## src/ex_pkg.sv

```systemverilog
//////////////////////////////
// shared constants for the integer execute slice
// operand width is fixed at 32, the split adder relies on an even width
// queue depth equals the upstream credit count after reset
// result credit counter must be wide enough to hold RES_CREDITS
//////////////////////////////

`default_nettype none

package ex_pkg;

  // datapath widths
  localparam int XLEN         = 32;
  localparam int ADD_HALF     = XLEN / 2;
  localparam int SHAMT_WIDTH  = $clog2(XLEN);
  localparam int ALU_OP_WIDTH = 4;

  //////////////////////////////
  // alu operation codes
  //////////////////////////////
  localparam logic [ALU_OP_WIDTH-1:0] ALU_ADD  = 4'd0;
  localparam logic [ALU_OP_WIDTH-1:0] ALU_SUB  = 4'd1;
  localparam logic [ALU_OP_WIDTH-1:0] ALU_AND  = 4'd2;
  localparam logic [ALU_OP_WIDTH-1:0] ALU_OR   = 4'd3;
  localparam logic [ALU_OP_WIDTH-1:0] ALU_XOR  = 4'd4;
  localparam logic [ALU_OP_WIDTH-1:0] ALU_SLL  = 4'd5;
  localparam logic [ALU_OP_WIDTH-1:0] ALU_SRL  = 4'd6;
  localparam logic [ALU_OP_WIDTH-1:0] ALU_SRA  = 4'd7;
  localparam logic [ALU_OP_WIDTH-1:0] ALU_SLTS = 4'd8;
  localparam logic [ALU_OP_WIDTH-1:0] ALU_SLTU = 4'd9;
  // branch conditions
  localparam logic [ALU_OP_WIDTH-1:0] ALU_EQ   = 4'd10;
  localparam logic [ALU_OP_WIDTH-1:0] ALU_NE   = 4'd11;
  localparam logic [ALU_OP_WIDTH-1:0] ALU_LTS  = 4'd12;
  localparam logic [ALU_OP_WIDTH-1:0] ALU_GES  = 4'd13;
  localparam logic [ALU_OP_WIDTH-1:0] ALU_LTU  = 4'd14;
  localparam logic [ALU_OP_WIDTH-1:0] ALU_GEU  = 4'd15;

  //////////////////////////////
  // command queue and credits
  //////////////////////////////
  // one entry is {op, a, b}
  localparam int CMD_WIDTH     = ALU_OP_WIDTH + 2 * XLEN;
  localparam int CMD_DEPTH     = 4;
  localparam int CMD_PTR_WIDTH = $clog2(CMD_DEPTH);
  localparam int CMD_CNT_WIDTH = $clog2(CMD_DEPTH + 1);

  // downstream credits held by the sequencer after reset
  localparam int RES_CREDITS   = 2;
  localparam int RES_CNT_WIDTH = 2;

endpackage

`default_nettype wire

```

## src/ex_alu_split.sv

```systemverilog
//////////////////////////////
// two-cycle rv32i alu built on one 17-bit adder
// cycle 1 (req_i high) adds the low halves and stores sum and carry
// cycle 2 (req_i low) adds the high halves and completes result_o and cmp_o
// operands and operator must stay stable over both cycles
// logic and shift results are combinational but read in cycle 2
//////////////////////////////

`default_nettype none

module ex_alu_split
  import ex_pkg::*;
(
  input  logic                    clk,
  input  logic                    rst_n,
  input  logic [ALU_OP_WIDTH-1:0] operator_i,
  input  logic [XLEN-1:0]         operand_a_i,
  input  logic [XLEN-1:0]         operand_b_i,
  input  logic                    req_i,
  output logic [XLEN-1:0]         result_o,
  output logic                    cmp_o
);

  //////////////////////////////
  // split adder
  //////////////////////////////

  logic                negate_b;
  logic [XLEN-1:0]     operand_b_x;
  logic [ADD_HALF:0]   adder_in_a;
  logic [ADD_HALF:0]   adder_in_b;
  logic                adder_cin;
  logic [ADD_HALF:0]   adder_sum;
  logic [ADD_HALF:0]   partial_q;
  logic [XLEN-1:0]     adder_result;

  // everything except add works on a - b
  // logic and shift ops ignore the adder, so the difference only feeds the flag
  assign negate_b    = (operator_i != ALU_ADD);
  assign operand_b_x = negate_b ? ~operand_b_i : operand_b_i;

  always_comb
  begin
    if (req_i)
    begin
      // low half takes the +1 of the two's complement as carry in
      adder_in_a = {1'b0, operand_a_i[ADD_HALF-1:0]};
      adder_in_b = {1'b0, operand_b_x[ADD_HALF-1:0]};
      adder_cin  = negate_b;
    end
    else
    begin
      // high half picks up the stored carry
      adder_in_a = {1'b0, operand_a_i[XLEN-1:ADD_HALF]};
      adder_in_b = {1'b0, operand_b_x[XLEN-1:ADD_HALF]};
      adder_cin  = partial_q[ADD_HALF];
    end
  end

  // the one physical adder
  assign adder_sum = adder_in_a + adder_in_b + {{ADD_HALF{1'b0}}, adder_cin};

  // full sum is only meaningful in the second cycle
  assign adder_result = {adder_sum[ADD_HALF-1:0], partial_q[ADD_HALF-1:0]};

  // low sum and carry out of phase one
  always_ff @(posedge clk or negedge rst_n)
  begin
    if (!rst_n)
    begin
      partial_q <= '0;
    end
    else if (req_i)
    begin
      partial_q <= adder_sum;
    end
  end

  //////////////////////////////
  // shifter
  //////////////////////////////

  logic                shift_left;
  logic                shift_arith;
  logic [XLEN-1:0]     operand_a_rev;
  logic [XLEN-1:0]     shift_in;
  logic [2*XLEN-1:0]   shift_ext;
  logic [2*XLEN-1:0]   shift_wide;
  logic [XLEN-1:0]     shift_right;
  logic [XLEN-1:0]     shift_right_rev;
  logic [XLEN-1:0]     shift_result;

  assign shift_left  = (operator_i == ALU_SLL);
  assign shift_arith = (operator_i == ALU_SRA);

  // bit reversal turns the right shifter into a left shifter
  always_comb
  begin
    for (int i = 0; i < XLEN; i++)
    begin
      operand_a_rev[i] = operand_a_i[XLEN-1-i];
    end
  end

  // reversed back on the way out
  always_comb
  begin
    for (int i = 0; i < XLEN; i++)
    begin
      shift_right_rev[i] = shift_right[XLEN-1-i];
    end
  end

  assign shift_in = shift_left ? operand_a_rev : operand_a_i;

  // upper word holds the fill bits that carry the sign only for sra
  assign shift_ext   = {{XLEN{shift_arith & shift_in[XLEN-1]}}, shift_in};
  assign shift_wide  = shift_ext >> operand_b_i[SHAMT_WIDTH-1:0];
  assign shift_right = shift_wide[XLEN-1:0];

  assign shift_result = shift_left ? shift_right_rev : shift_right;

  //////////////////////////////
  // comparator
  //////////////////////////////

  logic cmp_signed;
  logic is_equal;
  logic is_ge;
  logic cmp_result;

  assign cmp_signed = (operator_i == ALU_SLTS) || (operator_i == ALU_LTS) ||
                      (operator_i == ALU_GES);

  // add has no difference on the adder, so it checks equality directly
  assign is_equal = (operator_i == ALU_ADD) ? (operand_a_i == operand_b_i)
                                            : (adder_result == '0);

  // with equal signs the difference cannot overflow and its sign decides
  // with different signs signed ge needs a negative b and unsigned ge the msb of a
  always_comb
  begin
    if (operand_a_i[XLEN-1] == operand_b_i[XLEN-1])
      is_ge = ~adder_result[XLEN-1];
    else
      is_ge = cmp_signed ? operand_b_i[XLEN-1] : operand_a_i[XLEN-1];
  end

  always_comb
  begin
    unique case (operator_i)
      ALU_EQ:                 cmp_result = is_equal;
      ALU_NE:                 cmp_result = ~is_equal;
      ALU_GES, ALU_GEU:       cmp_result = is_ge;
      ALU_LTS, ALU_LTU,
      ALU_SLTS, ALU_SLTU:     cmp_result = ~is_ge;
      // non-compare ops report a == b
      default:                cmp_result = is_equal;
    endcase
  end

  assign cmp_o = cmp_result;

  //////////////////////////////
  // result mux
  //////////////////////////////

  always_comb
  begin
    unique case (operator_i)
      ALU_ADD, ALU_SUB:           result_o = adder_result;
      ALU_AND:                    result_o = operand_a_i & operand_b_i;
      ALU_OR:                     result_o = operand_a_i | operand_b_i;
      ALU_XOR:                    result_o = operand_a_i ^ operand_b_i;
      ALU_SLL, ALU_SRL, ALU_SRA:  result_o = shift_result;
      // set-less-than and branch conditions land in bit 0
      default:                    result_o = {{(XLEN-1){1'b0}}, cmp_result};
    endcase
  end

endmodule

`default_nettype wire

```

## src/ex_cmd_queue.sv

```systemverilog
//////////////////////////////
// four-entry command fifo, head visible the cycle after the write
// a write into a full queue is dropped, credits keep upstream from it
// credit_o pulses for one cycle after every pop
//////////////////////////////

`default_nettype none

module ex_cmd_queue
  import ex_pkg::*;
(
  input  logic                 clk,
  input  logic                 rst_n,
  input  logic                 wr_i,
  input  logic [CMD_WIDTH-1:0] wr_data_i,
  input  logic                 rd_i,
  output logic [CMD_WIDTH-1:0] rd_data_o,
  output logic                 not_empty_o,
  output logic                 credit_o
);

  logic [CMD_WIDTH-1:0]     mem_q [CMD_DEPTH];
  logic [CMD_PTR_WIDTH-1:0] wr_ptr_q;
  logic [CMD_PTR_WIDTH-1:0] rd_ptr_q;
  logic [CMD_CNT_WIDTH-1:0] count_q;
  logic                     do_wr;
  logic                     do_rd;

  // guard both ends so pointers never run past each other
  assign do_wr = wr_i && (count_q != CMD_CNT_WIDTH'(CMD_DEPTH));
  assign do_rd = rd_i && not_empty_o;

  assign not_empty_o = (count_q != '0);
  assign rd_data_o   = mem_q[rd_ptr_q];

  // storage
  always_ff @(posedge clk)
  begin
    if (do_wr)
      mem_q[wr_ptr_q] <= wr_data_i;
  end

  // pointers wrap naturally at the power-of-two depth
  always_ff @(posedge clk or negedge rst_n)
  begin
    if (!rst_n)
    begin
      wr_ptr_q <= '0;
      rd_ptr_q <= '0;
      count_q  <= '0;
      credit_o <= 1'b0;
    end
    else
    begin
      if (do_wr)
        wr_ptr_q <= wr_ptr_q + 1'b1;
      if (do_rd)
        rd_ptr_q <= rd_ptr_q + 1'b1;
      // simultaneous read and write leaves the count alone
      if (do_wr && !do_rd)
        count_q <= count_q + 1'b1;
      else if (do_rd && !do_wr)
        count_q <= count_q - 1'b1;
      // one credit back upstream per freed entry
      credit_o <= do_rd;
    end
  end

endmodule

`default_nettype wire

```

## src/ex_sequencer.sv

```systemverilog
//////////////////////////////
// drives the two alu phases and the result port
// an operation starts only with a result credit in hand, spent at start
// res_valid_o is a one-cycle pulse, res_credit_i at most one per cycle
// one result per three cycles at best, results stay in queue order
//////////////////////////////

`default_nettype none

module ex_sequencer
  import ex_pkg::*;
(
  input  logic            clk,
  input  logic            rst_n,
  input  logic            head_valid_i,
  output logic            pop_o,
  output logic            alu_req_o,
  input  logic [XLEN-1:0] alu_result_i,
  input  logic            alu_cmp_i,
  input  logic            res_credit_i,
  output logic            res_valid_o,
  output logic [XLEN-1:0] res_data_o,
  output logic            res_flag_o
);

  typedef enum logic [1:0] {
    S_IDLE,
    S_LOW,
    S_HIGH
  } seq_state_e;

  seq_state_e               state_q;
  seq_state_e               state_d;
  logic [RES_CNT_WIDTH-1:0] credit_cnt_q;
  logic                     start;

  //////////////////////////////
  // phase control
  //////////////////////////////

  // head must be present and a downstream slot reserved
  assign start = (state_q == S_IDLE) && head_valid_i && (credit_cnt_q != '0);

  always_comb
  begin
    state_d = state_q;
    unique case (state_q)
      S_IDLE:  if (start) state_d = S_LOW;
      S_LOW:   state_d = S_HIGH;
      S_HIGH:  state_d = S_IDLE;
      default: state_d = S_IDLE;
    endcase
  end

  // low phase asks the alu for the first add half
  assign alu_req_o = (state_q == S_LOW);
  // high phase is the last cycle the head entry is needed
  assign pop_o     = (state_q == S_HIGH);

  always_ff @(posedge clk or negedge rst_n)
  begin
    if (!rst_n)
    begin
      state_q      <= S_IDLE;
      credit_cnt_q <= RES_CNT_WIDTH'(RES_CREDITS);
      res_valid_o  <= 1'b0;
    end
    else
    begin
      state_q     <= state_d;
      res_valid_o <= (state_q == S_HIGH);
      // spend on start, refill on a returned pulse, both cancel out
      if (start && !res_credit_i)
        credit_cnt_q <= credit_cnt_q - 1'b1;
      else if (res_credit_i && !start)
        credit_cnt_q <= credit_cnt_q + 1'b1;
    end
  end

  //////////////////////////////
  // result register
  //////////////////////////////

  // captured at the end of the high phase when the alu output is complete
  always_ff @(posedge clk)
  begin
    if (state_q == S_HIGH)
    begin
      res_data_o <= alu_result_i;
      res_flag_o <= alu_cmp_i;
    end
  end

endmodule

`default_nettype wire

```

## src/ex_unit_top.sv

```systemverilog
//////////////////////////////
// integer execute slice, credit flow control on both sides
// upstream starts with CMD_DEPTH credits, one back per cmd_credit_o pulse
// result 3 cycles after the command edge when idle and a credit is free
//////////////////////////////

`default_nettype none

module ex_unit_top
  import ex_pkg::*;
(
  input  logic                    clk,
  input  logic                    rst_n,
  input  logic                    cmd_valid_i,
  input  logic [ALU_OP_WIDTH-1:0] cmd_op_i,
  input  logic [XLEN-1:0]         cmd_a_i,
  input  logic [XLEN-1:0]         cmd_b_i,
  output logic                    cmd_credit_o,
  input  logic                    res_credit_i,
  output logic                    res_valid_o,
  output logic [XLEN-1:0]         res_data_o,
  output logic                    res_flag_o
);

  logic [CMD_WIDTH-1:0]    head_data;
  logic                    head_valid;
  logic                    pop;
  logic                    alu_req;
  logic [XLEN-1:0]         alu_result;
  logic                    alu_cmp;
  logic [ALU_OP_WIDTH-1:0] head_op;
  logic [XLEN-1:0]         head_a;
  logic [XLEN-1:0]         head_b;

  // entry layout {op, a, b}
  assign {head_op, head_a, head_b} = head_data;

  ex_cmd_queue i_queue (
    .clk         (clk),
    .rst_n       (rst_n),
    .wr_i        (cmd_valid_i),
    .wr_data_i   ({cmd_op_i, cmd_a_i, cmd_b_i}),
    .rd_i        (pop),
    .rd_data_o   (head_data),
    .not_empty_o (head_valid),
    .credit_o    (cmd_credit_o)
  );

  ex_sequencer i_seq (
    .clk          (clk),
    .rst_n        (rst_n),
    .head_valid_i (head_valid),
    .pop_o        (pop),
    .alu_req_o    (alu_req),
    .alu_result_i (alu_result),
    .alu_cmp_i    (alu_cmp),
    .res_credit_i (res_credit_i),
    .res_valid_o  (res_valid_o),
    .res_data_o   (res_data_o),
    .res_flag_o   (res_flag_o)
  );

  // head fields hold until the pop, so operands are stable over both phases
  ex_alu_split i_alu (
    .clk         (clk),
    .rst_n       (rst_n),
    .operator_i  (head_op),
    .operand_a_i (head_a),
    .operand_b_i (head_b),
    .req_i       (alu_req),
    .result_o    (alu_result),
    .cmp_o       (alu_cmp)
  );

endmodule

`default_nettype wire

```

## config.mk

```make
export PLATFORM = sky130hd
export DESIGN_NAME = ex_unit_top
export DESIGN_NICKNAME = d
export VERILOG_FILES = /design/src/ex_pkg.sv /design/src/ex_alu_split.sv /design/src/ex_cmd_queue.sv /design/src/ex_sequencer.sv /design/src/ex_unit_top.sv
export SDC_FILE = /design/constraint.sdc
export NUM_CORES = 1
export LEC_CHECK = 0
export ABC_AREA = 0
export BUFFER_PORTS_ARGS = -buffer_cell sky130_fd_sc_hd__buf_2
export CAP_MARGIN = 20
export CORE_ASPECT_RATIO = 0.6
export CORE_UTILIZATION = 55
export DETAILED_ROUTE_END_ITERATION = 10
export PLACE_DENSITY_LB_ADDON = 0.08
export SYNTH_ARGS = -nofsm -noshare
export SYNTH_HDL_FRONTEND = slang
export SYNTH_SLANG_ARGS = --single-unit
```

## constraint.sdc

```tcl
create_clock -name clk -period 6.8 [get_ports clk]
set_clock_uncertainty 0.1 [all_clocks]
set_input_delay 0.68 -clock clk [delete_from_list [all_inputs] [get_ports clk]]
set_output_delay 0.68 -clock clk [all_outputs]
set_load 0.02 [all_outputs]
```

==> load_flow_metrics.sql <==
INSERT INTO impl_metrics (metric_group, metric, value, unit) VALUES
('layout', 'synthToLayoutAreaGrowth', '10.64', '%'),
('clocking', 'post_cts_hold_buffer_count', '0', ''),
('critical_path', 'critPathArrivalTime', '6320', 'ps'),
('clocking', 'cts-root-to-sink-buffers', '3', ''),
('global_route', 'via_count_of_the_first_global_routing_pass', '11877', ''),
('floorplan', 'row_count', '51', ''),
('sta', 'finalSetupViolations', '0', ''),
('sta', 'report.final.slew_viol_count', '0', ''),
('global_route', 'grt_remaining_overflow', '0', ''),
('routing', 'totalWireLength', '55.87', 'mm'),
('floorplan', 'core', '32540', 'um^2'),
('sta', 'grt_setup_unrepaired', 'no', ''),
('critical_path', 'critical-path-max-stage-delay', '700', 'ps'),
('synthesis', 'yosysUniqueCellTypes', '70', ''),
('hold_path', 'min-delay-path-class', 'in2async', ''),
('layout', 'number_of_nets_in_the_finished_design', '1652', ''),
('sta', 'timing.fmax', '0.1648', 'GHz'),
('clocking', 'worstSkewPairLatency', '600', 'ps'),
('synthesis', 'synthCells', '1400', ''),
('synthesis', 'number_of_enable_type_register_cells_in_the_synthesized_netlist', '305', ''),
('critical_path', 'worstSetupPathType', 'reg2reg', ''),
('floorplan', 'die_area', '33930', 'um^2'),
('layout', 'final_common_cell', 'sky130_fd_sc_hd__edfxtp_1', ''),
('global_route', 'grt_max_degree', '46', ''),
('clocking', 'tritoncts', 'built', ''),
('critical_path', 'critPathMostFrequentCell', 'sky130_fd_sc_hd__xor2_1', ''),
('clocking', 'cts-buffers-inserted', '31', ''),
('clocking', 'cts.sinks', '335', ''),
('routing', 'drt.antenna.violating_nets', '0', ''),
('floorplan', 'boundaryPins', '107', ''),
('routing', 'detail_route.drc_violations', '0', ''),
('job', 'drv.max_cap_violation_count', '0', ''),
('clocking', 'cts_root_buffer', 'sky130_fd_sc_hd__clkbuf_16', ''),
('placement', 'routabilityCongestion', '1.070', ''),
('synthesis', 'synth.ff_latch_count', '335', ''),
('layout', 'drive_gt1_frac', '0.1941', ''),
('critical_path', 'worst_setup_path_start_kind', 'flip-flop', ''),
('floorplan', 'floorplan.initialDensity', '0.5606', ''),
('placement', 'port-buffer-count', '106', ''),
('routing', 'drt_iter0_drc', '1685', ''),
('floorplan', 'die_w', '237.1', 'um'),
('critical_path', 'crit_path_top_delay_cell', 'sky130_fd_sc_hd__mux4_2', ''),
('routing', 'drt-vias-per-instance', '6.661', ''),
('global_route', 'number_of_antenna_violations_at_the_first_check_in_global_routing', '3', ''),
('critical_path', 'cp.required', '7050', 'ps'),
('global_route', 'global_route_wire_length_before_repair', '80.61', 'mm'),
('synthesis', 'netlist_area', '18240', 'um^2'),
('routing', 'detailed_routing_iterations_pass_1', '7', ''),
('synthesis', 'syn_area_per_cell', '13.03', 'um^2'),
('synthesis', 'ys_seq_area_frac', '0.5432', ''),
('synthesis', 'main_flop_type_after_synthesis', 'sky130_fd_sc_hd__edfxtp_1', ''),
('routing', 'avgRoutedWirePerCell', '28.80', 'um'),
('routing', 'routed-via-count', '12922', ''),
('critical_path', 'path_max_fanout', '17', ''),
('sta', 'timing.slew.headroom', '0.2165', ''),
('clocking', 'cts.clk_slew.worst_paths', '70', 'ps'),
('synthesis', 'postSynth.asyncResetShare', '0.08955', ''),
('critical_path', 'worst_setup_path_end_kind', 'flip-flop', ''),
('clocking', 'cts_resized', '0', ''),
('clocking', 'htree_levels', '1', ''),
('sta', 'final_min_period_over_clock_period', '0.8926', ''),
('synthesis', 'synthesis.nets', '1560', ''),
('layout', 'most-common-layout-cells', 'sky130_fd_sc_hd__edfxtp_1 (305), sky130_fd_sc_hd__nand2_1 (122), sky130_fd_sc_hd__buf_2 (106)', ''),
('sta', 'worst_pin_slew', '1163', 'ps'),
('sta', 'final_hold_viol_count', '0', ''),
('floorplan', 'chip_height', '143.1', 'um'),
('status', 'outcome', 'finished, final reports clean', ''),
('sta', 'timing.final.crit_period', '6070', 'ps'),
('critical_path', 'crit_chain', 'mux4_2, nor4_2, buf_4, xor2_1, ha_1, a211oi_1, o21ai_0, a21oi_1, xor2_1, nand4_1, or4_1, or4b_1, a21boi_0, nor3_1', ''),
('placement', 'hpwlAfterDp', '41.37', 'mm'),
('sta', 'setup_total_negative_slack', '0', 'ps'),
('global_route', 'grt.total_usage', '0.3317', ''),
('synthesis', 'yosysWarnings', '0', ''),
('clocking', 'cts.repair_timing.setup_buffer_count', '0', '');
## layout make-up
type | count | area (um^2)
Timing Repair Buffer | 137 | 775.7
Multi-Input combinational cell | 909 | 7721
Clock inverter | 19 | 146.4
Clock buffer | 37 | 798.3
Sequential cell | 335 | 9918
Fill cell | 2552 | 12360
Tap cell | 424 | 530.5
Antenna cell | 1 | 2.502
Inverter | 78 | 292.8
## layer usage
metal,vias to the layer above,global-route usage,part of all wire
li1,5630,-,-
met1,6405,0.5047,0.45
met2,807,0.4141,0.38
met3,76,0.1641,0.15
met4,4,0.07097,0.022
met5,-,0,0.00041
## logic make-up after synthesis
family	Yosys count	synth area share
DFF	335	0.5432
xor gates and xnor gates	34	0.01632
muxes	193	0.1527
and+or+nand+nor	285	0.07283
AOI/OAI and AO/OA	309	0.1171
adders and majority gates	88	0.06158
buffers and inverters	156	0.03621
## per-stage QoR
stage | area [um^2] | util | hold slack (ps) | instances | setup WS, ps
global placement | 19240 | 0.5912 | 357.6 | 1883 | 912.3
detailed placement | 19240 | 0.5912 | 370.0 | 1883 | 899.5
CTS | 20180 | 0.6202 | 89.82 | 1939 | 859.3
finish | 20190 | 0.6203 | 82.34 | 1940 | 730.4
global route | 20180 | 0.6202 | 123.3 | 1939 | 459.0
floorplan | 18250 | - | 284.4 | 1400 | 1039
## flip-flops by register name, summed over array words and instances (netlist names)
signal              count
i_seq.res_flag_o        1
i_queue.mem_q         272
i_queue.credit_o        1
i_seq.res_data_o       32
i_queue.count_q         3
i_seq.state_q           2
i_queue.wr_ptr_q        2
i_queue.rd_ptr_q        2
i_seq.res_valid_o       1
i_seq.credit_cnt_q      2
i_alu.partial_q        17
## critical path: cells and delay by family, from the launching register on
kind / cells / cell delay (ps)
xor+xnor: 2 / 670
buf+inv: 1 / 400
simple gates: 5 / 1770
flops: 1 / 600
mux: 1 / 700
fa+ha+maj: 1 / 290
compound gates: 4 / 1280
## path summary, 6_finish.rpt
check,depth (start not counted),slack [ps],start,end
max,14,730,i_queue.rd_ptr_q[0],i_seq.res_data_o[0]
max in group asynchronous,1,5880,rst_n,i_queue.rd_ptr_q[0]
min reg2reg,1,380,i_seq.state_q[1],i_seq.state_q[0]
min in group clk,1,190,cmd_a_i[23],i_queue.mem_q[2][55]
max reg2reg,14,730,i_queue.rd_ptr_q[0],i_seq.res_data_o[0]
min,1,80,rst_n,i_alu.partial_q[9]
## cells in the mapped netlist (all sizes together) (13+ instances only)
master,instances,share of area
edfxtp,305,0.50
nand2,122,0.025
mux2i,105,0.058
ha,85,0.058
inv,76,0.016
o21ai,72,0.020
mux4,65,0.080
nor2,63,0.013
a21oi,59,0.016
buf,39,0.012
clkbuf,39,0.0080
dfrtp,29,0.040
mux2,23,0.014
a22oi,21,0.0086
xor2,21,0.010
o211ai,19,0.0078
nor4,17,0.0058
o221ai,15,0.0079
nor3,14,0.0038
xnor2,13,0.0062
Power is not shown: default switching activity piles up to over one toggle a cycle in this logic, so the estimate is an artifact.
